**src/hw/uart_link_pkg.sv**
```systemverilog
package uart_link_pkg;

    // Serial timing, one bit on the line lasts this many clock cycles
    localparam int clk_per_bit = 16;

    localparam int word_bytes = 8;
    localparam int word_width = 64;

    localparam int ctr_width = $clog2(clk_per_bit);
    localparam int byte_index_width = $clog2(word_bytes);

    // Counter values at the end of a bit and at the middle of a bit
    localparam logic [ctr_width-1:0] bit_end = ctr_width'(clk_per_bit - 1);
    localparam logic [ctr_width-1:0] half_bit = ctr_width'(clk_per_bit / 2 - 1);

    localparam logic [byte_index_width-1:0] byte_last = byte_index_width'(word_bytes - 1);

    typedef enum logic [1:0] {
        tx_idle,
        tx_start_bit,
        tx_data_bits,
        tx_stop_bit
    } tx_state_e;

    typedef enum logic [1:0] {
        rx_idle,
        rx_start_bit,
        rx_data_bits,
        rx_stop_bit
    } rx_state_e;

    // One received frame, frame_error only counts together with valid
    typedef struct packed {
        logic       valid;
        logic       frame_error;
        logic [7:0] data;
    } rx_event_t;

endpackage

```
**src/hw/uart_byte_rx.sv**
```systemverilog
module uart_byte_rx
    import uart_link_pkg::*;
(
    input  logic      clk,
    input  logic      rst,
    input  logic      rx,
    output rx_event_t rx_event
);

    rx_state_e state_d, state_q;

    logic rx_meta, rx_sync, rx_prev;
    logic [ctr_width-1:0] ctr_d, ctr_q;
    logic [2:0] bit_idx_d, bit_idx_q;
    logic [7:0] shift_d, shift_q;
    rx_event_t event_d;

    // Two flops bring the line into the clock domain, a third gives the edge
    always_ff @(posedge clk) begin
        if (rst) begin
            rx_meta <= 1'b1;
            rx_sync <= 1'b1;
            rx_prev <= 1'b1;
        end else begin
            rx_meta <= rx;
            rx_sync <= rx_meta;
            rx_prev <= rx_sync;
        end
    end

    always_comb begin
        state_d = state_q;
        ctr_d = ctr_q;
        bit_idx_d = bit_idx_q;
        shift_d = shift_q;
        event_d = '0;

        case (state_q)
            rx_idle: begin
                ctr_d = '0;
                bit_idx_d = '0;
                // Only a falling edge starts a frame, so a line stuck low
                // after a bad stop bit must go high first
                if (rx_prev && !rx_sync) begin
                    state_d = rx_start_bit;
                end
            end

            rx_start_bit: begin
                ctr_d = ctr_q + 1'b1;
                if (ctr_q == half_bit) begin
                    ctr_d = '0;
                    if (rx_sync) begin
                        // Too short for a start bit
                        state_d = rx_idle;
                    end else begin
                        state_d = rx_data_bits;
                    end
                end
            end

            rx_data_bits: begin
                ctr_d = ctr_q + 1'b1;
                if (ctr_q == bit_end) begin
                    ctr_d = '0;
                    shift_d = {rx_sync, shift_q[7:1]};
                    bit_idx_d = bit_idx_q + 1'b1;
                    if (bit_idx_q == 3'd7) begin
                        state_d = rx_stop_bit;
                    end
                end
            end

            rx_stop_bit: begin
                ctr_d = ctr_q + 1'b1;
                if (ctr_q == bit_end) begin
                    ctr_d = '0;
                    event_d.valid = 1'b1;
                    event_d.frame_error = !rx_sync;
                    event_d.data = shift_q;
                    state_d = rx_idle;
                end
            end

            default: begin
                state_d = rx_idle;
            end
        endcase
    end

    always_ff @(posedge clk) begin
        if (rst) begin
            state_q <= rx_idle;
            ctr_q <= '0;
            bit_idx_q <= '0;
            rx_event <= '0;
        end else begin
            state_q <= state_d;
            ctr_q <= ctr_d;
            bit_idx_q <= bit_idx_d;
            rx_event <= event_d;
        end
        shift_q <= shift_d;
    end

endmodule

```
**src/hw/uart_link_top.sv**
```systemverilog
module uart_link_top
    import uart_link_pkg::*;
(
    input  logic                  clk,
    input  logic                  rst,

    // Transmit side
    input  logic                  block,
    input  logic                  word_strobe,
    input  logic [word_width-1:0] word_in,
    output logic                  tx,
    output logic                  tx_busy,

    // Receive side
    input  logic                  rx,
    output logic [word_width-1:0] word_out,
    output logic                  word_valid,
    output logic                  frame_error
);

    rx_event_t rx_event;

    word_uart_tx u_tx (
        .clk         (clk),
        .rst         (rst),
        .block       (block),
        .word_strobe (word_strobe),
        .word_in     (word_in),
        .tx          (tx),
        .busy        (tx_busy)
    );

    // The serial line is looped outside, tx and rx are independent here
    uart_byte_rx u_rx (
        .clk      (clk),
        .rst      (rst),
        .rx       (rx),
        .rx_event (rx_event)
    );

    word_assembler u_asm (
        .clk         (clk),
        .rst         (rst),
        .rx_event    (rx_event),
        .word_out    (word_out),
        .word_valid  (word_valid),
        .frame_error (frame_error)
    );

endmodule

```
**src/hw/word_assembler.sv**
```systemverilog
module word_assembler
    import uart_link_pkg::*;
(
    input  logic                  clk,
    input  logic                  rst,
    input  rx_event_t             rx_event,
    output logic [word_width-1:0] word_out,
    output logic                  word_valid,
    output logic                  frame_error
);

    logic [byte_index_width-1:0] byte_index;
    logic [word_width-1:0] word_q;
    logic [word_width-1:0] word_next;

    // New bytes enter at the top, so the first byte ends up in the low byte
    assign word_next = {rx_event.data, word_q[word_width-1:8]};

    always_ff @(posedge clk) begin
        if (rst) begin
            byte_index <= '0;
            word_valid <= 1'b0;
            frame_error <= 1'b0;
        end else begin
            word_valid <= 1'b0;
            frame_error <= 1'b0;
            if (rx_event.valid) begin
                if (rx_event.frame_error) begin
                    // Partial word is dropped, the next byte starts a new word
                    byte_index <= '0;
                    frame_error <= 1'b1;
                end else if (byte_index == byte_last) begin
                    byte_index <= '0;
                    word_valid <= 1'b1;
                end else begin
                    byte_index <= byte_index + 1'b1;
                end
            end
        end
    end

    always_ff @(posedge clk) begin
        if (rx_event.valid && !rx_event.frame_error) begin
            word_q <= word_next;
            if (byte_index == byte_last) begin
                word_out <= word_next;
            end
        end
    end

endmodule

```
**src/hw/word_uart_tx.sv**
```systemverilog
module word_uart_tx
    import uart_link_pkg::*;
(
    input  logic                  clk,
    input  logic                  rst,
    input  logic                  block,
    input  logic                  word_strobe,
    input  logic [word_width-1:0] word_in,
    output logic                  tx,
    output logic                  busy
);

    tx_state_e state_d, state_q;

    logic [ctr_width-1:0] ctr_d, ctr_q;
    logic [2:0] bit_idx_d, bit_idx_q;
    logic [byte_index_width-1:0] byte_cnt_d, byte_cnt_q;
    logic [word_width-1:0] data_d, data_q;
    logic tx_d, tx_q;
    logic busy_d, busy_q;

    assign tx = tx_q;
    assign busy = busy_q;

    always_comb begin
        state_d = state_q;
        ctr_d = ctr_q;
        bit_idx_d = bit_idx_q;
        byte_cnt_d = byte_cnt_q;
        data_d = data_q;
        tx_d = 1'b1;
        busy_d = 1'b1;

        case (state_q)
            tx_idle: begin
                ctr_d = '0;
                bit_idx_d = '0;
                byte_cnt_d = '0;
                // A held-off transmitter looks busy to the sender
                busy_d = block;
                if (word_strobe && !block) begin
                    data_d = word_in;
                    state_d = tx_start_bit;
                    busy_d = 1'b1;
                end
            end

            tx_start_bit: begin
                tx_d = 1'b0;
                ctr_d = ctr_q + 1'b1;
                if (ctr_q == bit_end) begin
                    ctr_d = '0;
                    state_d = tx_data_bits;
                end
            end

            tx_data_bits: begin
                // The word shifts right so the next bit to send is always bit 0
                tx_d = data_q[0];
                ctr_d = ctr_q + 1'b1;
                if (ctr_q == bit_end) begin
                    ctr_d = '0;
                    data_d = data_q >> 1;
                    bit_idx_d = bit_idx_q + 1'b1;
                    if (bit_idx_q == 3'd7) begin
                        state_d = tx_stop_bit;
                    end
                end
            end

            tx_stop_bit: begin
                tx_d = 1'b1;
                ctr_d = ctr_q + 1'b1;
                if (ctr_q == bit_end) begin
                    ctr_d = '0;
                    if (byte_cnt_q == byte_last) begin
                        state_d = tx_idle;
                    end else begin
                        // Next frame starts right away, no idle gap on the line
                        byte_cnt_d = byte_cnt_q + 1'b1;
                        state_d = tx_start_bit;
                    end
                end
            end

            default: begin
                state_d = tx_idle;
            end
        endcase
    end

    always_ff @(posedge clk) begin
        if (rst) begin
            state_q <= tx_idle;
            ctr_q <= '0;
            bit_idx_q <= '0;
            byte_cnt_q <= '0;
            tx_q <= 1'b1;
            busy_q <= 1'b0;
        end else begin
            state_q <= state_d;
            ctr_q <= ctr_d;
            bit_idx_q <= bit_idx_d;
            byte_cnt_q <= byte_cnt_d;
            tx_q <= tx_d;
            busy_q <= busy_d;
        end
        data_q <= data_d;
    end

endmodule

```
**config.mk**
```make
export PLATFORM = sky130hd
export DESIGN_NAME = uart_link_top
export DESIGN_NICKNAME = d
export VERILOG_FILES = /design/src/hw/uart_link_pkg.sv /design/src/hw/uart_byte_rx.sv /design/src/hw/uart_link_top.sv /design/src/hw/word_assembler.sv /design/src/hw/word_uart_tx.sv
export SDC_FILE = /design/constraint.sdc
export NUM_CORES = 1
export LEC_CHECK = 0
export ABC_CLOCK_PERIOD_IN_PS = 16600
export BUFFER_PORTS_ARGS = -buffer_cell sky130_fd_sc_hd__buf_4
export CAP_MARGIN = 20
export CORE_UTILIZATION = 28
export DETAILED_ROUTE_END_ITERATION = 10
export HOLD_SLACK_MARGIN = 0.05
export PLACE_DENSITY = 0.53
export SLEW_MARGIN = 20
export SYNTH_ARGS = -nofsm -noshare
export SYNTH_HDL_FRONTEND = slang
export SYNTH_SLANG_ARGS = --single-unit
export TNS_END_PERCENT = 30
```
**constraint.sdc**
```tcl
create_clock -name clk -period 16.6 [get_ports clk]
set_clock_uncertainty 0.05 [all_clocks]
set_input_delay 1.66 -clock clk [delete_from_list [all_inputs] [get_ports clk]]
set_output_delay 1.66 -clock clk [all_outputs]
set_load 0.02 [all_outputs]
```
# Yosys cells after proc, flatten, opt, wreduce, memory -nomap -nowiden
# Index checks and enable logic that the tools add are counted.
dict set report op_classes {
  addsub 6
  n_eq_ne 24
  mux 37
  bitwise_logic 3
  n_reduce_logical 25
}
# cell count
set ops {}
lappend ops {{$mux W64} 2}
lappend ops {{$pmux W64 S2} 1}
lappend ops {{$mux W2} 11}
lappend ops {{$ne A2 B1 Y1 const B} 10}
lappend ops {{$mux W3} 6}
lappend ops {{$pmux W3 S2} 3}
lappend ops {{$pmux W2 S4} 2}
lappend ops {{$add A3 B1 Y3 const B} 4}
lappend ops {{$eq A3 B3 Y1 const B} 4}
lappend ops {{$mux W4} 3}
lappend ops {{$pmux W4 S3} 1}
lappend ops {{$mux W10} 1}
lappend ops {{$reduce_and A5 Y1} 2}
lappend ops {{$reduce_or A3 Y1} 3}
lappend ops {{$add A4 B1 Y4 const B} 2}
lappend ops {{$eq A2 B2 Y1 const B} 4}
lappend ops {{$eq A4 B4 Y1 const B} 2}
lappend ops {{$pmux W4 S2} 1}
lappend ops {{$reduce_and A2 Y1} 4}
lappend ops {{$reduce_and A3 Y1} 2}
lappend ops {{$reduce_bool A2 Y1} 3}
lappend ops {{$reduce_or A2 Y1} 3}
lappend ops {{$mux W1} 5}
lappend ops {{$eq A2 B1 Y1 const B} 2}
lappend ops {{7 further kinds} 14}
dict set report word_totals {
  reg_bits 241
}

# Depth between registers and ports, before layout
# Gate-level depths: netlist (run 1).
dict set report logic_depth {
  ltp_word 4
  ltp_mapped 8
  mapped_depth_nobuf 6
}

# Hierarchy
# From an unflattened synthesis (run 1), not the netlist that was laid out.
dict set report hier_totals {
  cells_unflattened 446
  area_unflattened_um2 8309.2
}
# module n_inst cells_each area_each_um2 seq_area_each_um2
set modules_own_cells {}
lappend modules_own_cells {word_assembler 1 141 3816.2 3703.6}
lappend modules_own_cells {word_uart_tx 1 215 3399.5 2202.1}
lappend modules_own_cells {uart_byte_rx 1 90 1093.5 680.7}

# Worst setup path after synthesis (run 1)
# OpenSTA, ideal clock, no wires.
dict set report synth_path {
  kind {input-to-reg}
  startpoint {input port block}
  endpoint {register u_tx.data_q[0] (enable)}
  setup_time_ns 0.507
  t_arrival_ns 4.945
  t_required_ns 16.043
  path_slack_ns 11.098
  stages 2
  n_path_buf 0
  cell_sequence {nand2b_1 -> a21oi_1}
}
dict set report synth_between {
  elab_chain_cells 4
}
# item line_no
set synth_rtl {}
lappend synth_rtl {{start, declared} uart_link_top.sv:8} ;# input logic block,
lappend synth_rtl {{$logic_not A1 Y1} word_uart_tx.sv:41} ;# if (word_strobe && !block) begin
lappend synth_rtl {{$logic_and A1 B1 Y1} word_uart_tx.sv:41}
lappend synth_rtl {{$ne A2 B1 Y1 (no source line)} n/a}
lappend synth_rtl {{$reduce_and A3 Y1 (no source line)} n/a}
lappend synth_rtl {{end signal, assigned} word_uart_tx.sv:108} ;# data_q <= data_d;
lappend synth_rtl {{end, declared} word_uart_tx.sv:18} ;# logic [word_width-1:0] data_d, data_q;
# No other way between the ends.
# A chain may end at the register's enable or synchronous reset.

# Final worst setup path (run 1)
dict set report layout_path {
  startpoint {register u_asm.word_out[50]}
  endpoint {output port word_out[50]}
}
# item line_no
set layout_rtl {}
lappend layout_rtl {{start, declared} word_assembler.sv:7} ;# output logic [word_width-1:0] word_out,
lappend layout_rtl {{start signal, assigned} word_assembler.sv:46} ;# word_out <= word_next;
lappend layout_rtl {{end, declared} uart_link_top.sv:16} ;# output logic [word_width-1:0] word_out,
# No word-level cell between the ends.

==> run_results.csv, run 1 <==
group,metric,value,unit
run_status,status,"finished clean",
die,core,0.02870,mm^2
sta,relSlewSlack,43.99,%
worst_setup_path,critPathBufInv,1,
route,avgViaCountPerCell,4.134,
power_and_ir_drop,p_clk_share,36.5,%
grt,grt_pass1_wl,22700,um
logic_synthesis,avgSynthCellArea,18.84,um^2
route,drc,0,
power_and_ir_drop,ir_worst_vdd,0.0001135,V
worst_hold_path,min_path_type,"reg -> reg",
logic_synthesis,synth_area_leaders,"edfxtp_1 (71%), dfxtp_1 (10%), mux2_2 (8.7%), ha_1 (2.1%), nor2_1 (0.83%)",
sta,grt_setup_unrepaired,"false",
final_layout,ff_latch_area,0.006586,mm^2
worst_setup_path,critPathCaptureType,"primary output",
clock_network,clkSinkCount,233,
grt,grt_pass1_vias,4291,
final_layout,multi_input_comb_area,0.001536,mm^2
clock_network,insertion_delay,520,ps
sta,fmax,354.7,MHz
worst_setup_path,max_stage_delay,410,ps
placed_design,dpl.hpwl,8950,um
clock_network,cts.htree.levels,1,
clock_network,cts_hold_buf,0,
worst_setup_path,worstSetupPathType,"reg -> out",
logic_synthesis,syn-cell-area,0.008175,mm^2
sta,tns,0,ps
logic_synthesis,synthesis.nets,517,
worst_setup_path,crit_path_cell_trace,"buf_4",
logic_synthesis,yosys_warnings,0,
sta,worstMarginPinSlew,840.2,ps
clock_network,clockBufferDepth,3,
power_and_ir_drop,netSwitchingPower,325.6,uW
power_and_ir_drop,cellLeakagePower,0.003693,uW
die,die_area,0.02989,mm^2
clock_network,cts_root_buf,"clkbuf_16",
final_layout,num_antenna_cells,0,
placed_design,place_area,0.009678,mm^2
worst_setup_path,cp_top_family,"flip-flops",
worst_setup_path,worstPathRequired,14890,ps
grt,grt_max_degree,70,
sta,setup_viol,0,
logic_synthesis,ys_types,41,
sta,hold_viol_final,0,
route,firstDrtPassIters,4,
sta,min_period,2819,ps
clock_network,cts_tree,"done",
power_and_ir_drop,combinationalPowerShare,10.8,%
final_layout,final_layout_size_suffix_gt1_share,40.89,%
route,routed_wl,14080,um
route,postRouteAntennaNets,0,
power_and_ir_drop,intPower,1088,uW
die,io_pins,137,
worst_setup_path,crit_slowest_cell,"edfxtp_1",
final_layout,syn2layout_area_growth,27.93,%
final_layout,final_net_count,673,
sta,setup_ws,13780,ps
grt,antenna_found_initial,0,
logic_synthesis,seq_area_frac_synth,80.56,%
placed_design,io_buffers,136,
grt,grt-ovfl-total,0,
placed_design,dp_slack,13250,ps
route,drt_iter0_drc,241,
worst_setup_path,worstPathArrival,1110,ps
die,die_y,172.9,um
final_layout,num-fill-cells,2728,
logic_synthesis,synth_top_cell_area_share,70.52,%
sta,drv_slew,0,
route,avgRoutedWirePerCell,14.18,um
logic_synthesis,synth_largest_area_cell,"edfxtp_1",
logic_synthesis,synth_cells,434,
die,rows,62,
worst_setup_path,critPathMaxFanout,1,
power_and_ir_drop,p_per_area,135.2,mW/mm^2
die,start_util,28.48,%
clock_network,cts_setup_buffers,0,
placed_design,place.gp.congestion,0.7169,
sta,fin_crit_sh,16.98,%
clock_network,cts_resized,0,
grt,grt_use_total,9.400,%
run,maxCapViolations,0,
route,vias,4105,
logic_synthesis,synth-seq-cells,233,
clock_network,cts_made_buffers,25,
power_and_ir_drop,power_frac_seq,52.6,%
clock_network,clkTransAtPathRegs,60,ps
final_layout,design_area,0.01046,mm^2
worst_setup_path,start_kind,"flop",
power_and_ir_drop,power.share.switching,23.03,%
die,chipWidth,172.9,um
==> synthesized netlist by cell type <==
library cell,count
buf_6,1
o31ai_1,1
inv_1,8
nor2_1,18
and4_1,1
or3_1,1
a32oi_1,2
a22oi_1,2
nor3b_1,1
a211oi_1,1
mux2_2,63
and3b_1,1
and2_1,10
edfxtp_1,192
a31oi_1,1
nand3_1,4
or2_2,4
o211ai_1,1
xor2_1,1
o31a_1,1
dfxtp_1,41
o32ai_1,2
nor3_1,4
a222oi_1,1
nand4b_1,1
mux2i_1,3
nor4_1,1
nand2_1,10
or3b_2,1
nand3b_1,1
a211o_1,1
clkbuf_1,8
o21ai_0,3
xnor2_1,3
a21o_1,2
buf_2,2
nand2b_1,5
a21oi_1,9
nor2b_1,7
ha_1,14
and3_1,1
==> per-layer routing <==
metal / part of all wire [%] / global-route usage [%] / vias to the layer above
met3: 4.6 / 2.177 / 26
li1: - / - / 1961
met1: 43 / 11.78 / 2011
met2: 49 / 15.69 / 107
met5: 0 / 0 / -
met4: 2.9 / 3.761 / 0
==> layout by cell type (no fill, tap or decap), types with 3 or more instances in the layout <==
cell type / synthesis / layout
xnor2_1: 3 / 3
nand2b_1: 5 / 5
nor3_1: 4 / 4
clkbuf_8: 0 / 4
mux2i_1: 3 / 3
dfxtp_1: 41 / 41
nor2b_1: 7 / 6
clkbuf_16: 0 / 25
and2_1: 10 / 9
nand2_1: 10 / 10
o21ai_0: 3 / 3
a21oi_1: 9 / 8
mux2_2: 63 / 63
clkinv_2: 0 / 4
edfxtp_1: 192 / 192
inv_1: 8 / 8
ha_1: 14 / 13
or2_2: 4 / 4
buf_4: 0 / 140
nor2_1: 18 / 18
clkbuf_1: 8 / 8
nand3_1: 4 / 4
==> flip-flops by register name, indices dropped and copies added (netlist names), 2 cells and up, named ones only <==
name              flops
u_asm.word_out       64
u_asm.byte_index      3
u_tx.state_q          2
u_rx.ctr_q            4
u_asm.word_q         56
u_tx.byte_cnt_q       3
u_rx.rx_event        10
u_tx.ctr_q            4
u_rx.shift_q          8
u_rx.bit_idx_q        3
u_tx.bit_idx_q        3
u_tx.data_q          64
==> final timing paths <==
path / start / to / slack, ps / cells past startpoint
setup / recovery: u_asm.word_out[50]$_DFFE_PP_ / word_out[50] / 13780 / 1
hold / removal: u_rx.rx_meta$_SDFF_PP1_ / u_rx.rx_sync$_SDFF_PP1_ / 360 / 1
setup reg to reg: u_tx.state_q[0]$_SDFFE_PP0P_ / u_tx.data_q[47]$_DFFE_PP_ / 13960 / 7
hold reg to reg: u_rx.rx_meta$_SDFF_PP1_ / u_rx.rx_sync$_SDFF_PP1_ / 360 / 1
==> cell families after synthesis <==
| group | share of synthesized area, % |
|---|---|
| AO/OA/AOI/OAI | 2.219 |
| XOR/XNOR | 0.4286 |
| adder cells (fa/ha/maj) | 2.143 |
| buffers and inverters | 0.9948 |
| flip-flops | 80.56 |
| multiplexers | 9.045 |
| AND/OR/NAND/NOR | 4.607 |
==> power by group through the flow <==
stage          clock, uW  combinational (uW)  sequential [uW]
5_1_grt              558                 170              752
2_1_floorplan          0                 109              760
3_5_place_dp           0                 156              757
6_report             516                 153              744
3_3_place_gp           0                 148              753
4_1_cts              537                 158              745
==> cell type report <==
type	count	area share, %
Clock buffer	37	6.795
Clock inverter	9	0.6101
Inverter	8	0.2871
Multi-Input combinational cell	182	14.69
Sequential cell	233	62.97
Tap cell	384	4.594
Timing Repair Buffer	140	10.05
==> worst register-to-register path: cells and delay by family (launching register included) <==
kind / cells / cell delay [ps]
compound gates: 2 / 430
fa+ha+maj: 1 / 190
flops: 1 / 330
buf+inv: 4 / 1230
==> metrics by stage <==
stage	hold WS (ps)	utilization [%]	cells	power [uW]
after floorplan	339.5	-	434	868.3
after global placement	354.3	33.72	947	901.1
after detailed placement	352.2	33.72	947	912.8
after CTS	366.0	36.42	993	1440
after global routing	373.7	36.44	993	1480
final	360.4	36.44	993	1414
Power figures use the tool's default switching activity.
==> run 2: changes to the inputs <==
Settings changed: ABC_AREA set to 1, ABC_CLOCK_PERIOD_IN_PS 16600 to 2300, PLACE_DENSITY 0.53 to 0.55.
Clock period 16.6 ns to 2.3 ns, I/O delays scaled along.
==> run_results.csv, run 2 <==
group,metric,value,unit
run_status,status,"finished clean",
logic_synthesis,synth_largest_area_cell,"edfxtp_1",
logic_synthesis,synth_cells,601,
logic_synthesis,syn-cell-area,0.008258,mm^2
power_and_ir_drop,p_per_area,935.3,mW/mm^2
worst_setup_path,critPathCaptureType,"flop",
power_and_ir_drop,cellLeakagePower,0.004756,uW
die,start_util,28.62,%
die,die_y,173.7,um
placed_design,dpl.hpwl,9246,um
logic_synthesis,seq_area_frac_synth,79.76,%
final_layout,layout_common_cells,"nand2_1 (222), edfxtp_1 (192), buf_4 (138)",
sta,drv_slew,0,
logic_synthesis,synth_top_family_by_area,"simple AND/OR/NAND/NOR gates",
route,routed_wl,15910,um
worst_setup_path,r2r_end,"u_tx.data_q[37]$_DFFE_PP_",
logic_synthesis,avgSynthCellArea,13.74,um^2
sta,worstMarginPinSlew,659.1,ps
clock_network,cts_resized,0,
sta,relSlewSlack,56.06,%
route,avgViaCountPerCell,4.033,
worst_setup_path,start_kind,"flop",
logic_synthesis,synthesis.nets,684,
clock_network,clkTransAtPathRegs,50,ps
die,rows,62,
clock_network,cts_root_buf,"clkbuf_16",
grt,antenna_found_initial,0,
final_layout,final_common_cell,"nand2_1",
logic_synthesis,synth-adder-area-share,2.121,%
clock_network,clkSinkCount,233,
worst_hold_path,min_path_type,"in -> reg",
sta,hold_viol_final,0,
route,vias,4945,
clock_network,cts_made_buffers,25,
die,chipWidth,173.7,um
power_and_ir_drop,total_power,10590,uW
logic_synthesis,yosys_warnings,0,
sta,grt_setup_unrepaired,"false",
grt,grt_use_total,10.48,%
logic_synthesis,synth_ff_type,"edfxtp_1",
final_layout,design_area,0.01132,mm^2
worst_setup_path,worstPathArrival,1990,ps
worst_setup_path,critPathBufInv,3,
logic_synthesis,synth.area.mux_share,0,%
route,postRouteAntennaNets,0,
final_layout,num_antenna_cells,0,
run,maxCapViolations,0,
logic_synthesis,synth_edf_count,192,
sta,fmax,538.2,MHz
clock_network,clockBufferDepth,3,
clock_network,cts.htree.levels,1,
placed_design,io_buffers,136,
power_and_ir_drop,ir_worst_vdd,0.0005143,V
placed_design,place.gp.congestion,0.7505,
worst_setup_path,reg2reg_from,"u_tx.state_q[0]$_SDFFE_PP0P_",
placed_design,dp_cells,1111,
worst_setup_path,ff2ff_path_depth,6,
grt,grt-ovfl-total,0,
logic_synthesis,synthSimpleGateAreaFrac,13.55,%
worst_hold_path,hp-start,"block",
final_layout,final_layout_size_suffix_gt1_share,24.23,%
grt,grt_max_degree,66,
logic_synthesis,synth_compound_area_share,1.894,%
final_layout,final_net_count,906,
worst_setup_path,crit_path_cell_trace,"inv_4 > ha_4 > inv_1 > o21ai_2 > a21boi_4 > buf_12",
logic_synthesis,synth_top_cell_area_share,69.82,%
sta,whs,215.9,ps
sta,setup_viol,0,
worst_setup_path,max_stage_delay,350,ps
logic_synthesis,async_reset_ff_share,0,%
clock_network,insertion_delay,530,ps
route,drt_iter0_drc,365,
route,firstDrtPassIters,6,
worst_setup_path,worstPathRequired,2430,ps
clock_network,cts_tree,"done",
grt,grt_pass1_vias,4968,
logic_synthesis,synth_xor_area_share,0.2121,%
route,drc,0,
die,core,0.02886,mm^2
sta,fin_crit_sh,80.78,%
placed_design,place_area,0.009834,mm^2
final_layout,reg_top3,"u_asm.word_out (64), u_tx.data_q (64), u_asm.word_q (56)",
worst_setup_path,critPathMaxFanout,64,
logic_synthesis,yosys-top-cells-count,"nand2_1 (222), edfxtp_1 (192), dfxtp_1 (41)",
final_layout,syn2layout_area_growth,37.06,%
logic_synthesis,synth_area_leaders,"edfxtp_1 (70%), nand2_1 (10%), dfxtp_1 (9.9%), ha_1 (2.1%), inv_1 (1.3%)",
worst_setup_path,crit_slowest_cell,"dfxtp_2",
logic_synthesis,synth_most_common_cell,"nand2_1",
final_layout,num-fill-cells,2774,
worst_setup_path,cp_top_family,"buffers and inverters",
die,die_area,0.03018,mm^2
sta,min_period,1858,ps
worst_setup_path,reg2reg_slack,440,ps
worst_hold_path,hold_path_depth,6,
logic_synthesis,synth-seq-cells,233,
die,io_pins,137,
final_layout,stdcell_count,1226,
worst_setup_path,worstSetupPathType,"reg -> reg",
route,avgRoutedWirePerCell,12.98,um
sta,tns,0,ps
grt,grt_pass1_wl,25550,um
worst_hold_path,min_to,"u_tx.state_q[0]$_SDFFE_PP0P_",
logic_synthesis,ys_types,34,
run 2: repair_timing:
item | in CTS | in global routing
hold endpoints to repair | 82 | 0
hold buffers | 69 | 0
setup buffers | 0 | 0
run 2: area by class of cell:
cell class	instances	area, um^2	share of cell area (%)
Sequential cell	233	6589	58.21
Timing Repair Buffer	211	1807	15.96
Multi-Input combinational cell	320	1524	13.46
Clock buffer	30	644.4	5.693
Tap cell	384	480.5	4.245
Clock inverter	16	148.9	1.315
Inverter	32	125.1	1.105
run 2: how the worst max path moves through the flow:
stage          slack (ps)                          from                         to  cells after the start
6_report              440  u_tx.state_q[0]$_SDFFE_PP0P_  u_tx.data_q[37]$_DFFE_PP_                      6
2_1_floorplan        -140  u_tx.state_q[0]$_SDFFE_PP0P_   u_tx.data_q[0]$_DFFE_PP_                      6
3_5_place_dp          470  u_tx.state_q[0]$_SDFFE_PP0P_  u_tx.data_q[24]$_DFFE_PP_                      6
4_1_cts               450  u_tx.state_q[0]$_SDFFE_PP0P_  u_tx.data_q[36]$_DFFE_PP_                      6
5_1_grt               360  u_tx.state_q[0]$_SDFFE_PP0P_  u_tx.data_q[35]$_DFFE_PP_                      6
3_3_place_gp          520  u_tx.state_q[0]$_SDFFE_PP0P_  u_tx.data_q[29]$_DFFE_PP_                      6
run 2: tightest hold or removal path: cells and delay by family:
| kind | cells | cell delay [ps] |
|---|---|---|
| compound gates | 2 | 160 |
| buf+inv | 2 | 110 |
| simple gates | 2 | 230 |
run 2: metrics by stage:
stage	worst slack, ps	util [%]
2_1_floorplan	-138.1	-
3_3_place_gp	515.3	34.08
3_5_place_dp	466.4	34.08
4_1_cts	455.0	39.22
5_1_grt	358.7	39.22
6_report	442.1	39.22
run 2: kinds of logic after synthesis:
kind of cell	after synthesis
flip-flops	233
AO/OA/AOI/OAI	28
buffers and inverters	48
XOR/XNOR	2
AND/OR/NAND/NOR	276
adder cells (fa/ha/maj)	14
run 2: metal layers:
| layer | up-vias | GRT usage (%) | routed length [um] | share of wire, % |
|---|---|---|---|---|
| li1 | 2499 | - | - | - |
| met1 | 2325 | 12.98 | 7052 | 44 |
| met2 | 98 | 17.98 | 7747 | 49 |
| met3 | 23 | 2.368 | 770 | 4.8 |
| met4 | 0 | 3.509 | 340 | 2.1 |
| met5 | - | 0 | 0 | 0 |
run 2: power by group:
group          switching [uW]  internal (uW)  leakage [uW]  total [uW]
registers                 169           5280       0.00234        5450
logic                     808            454       0.00203        1260
clock network            1630           2240      0.000393        3870
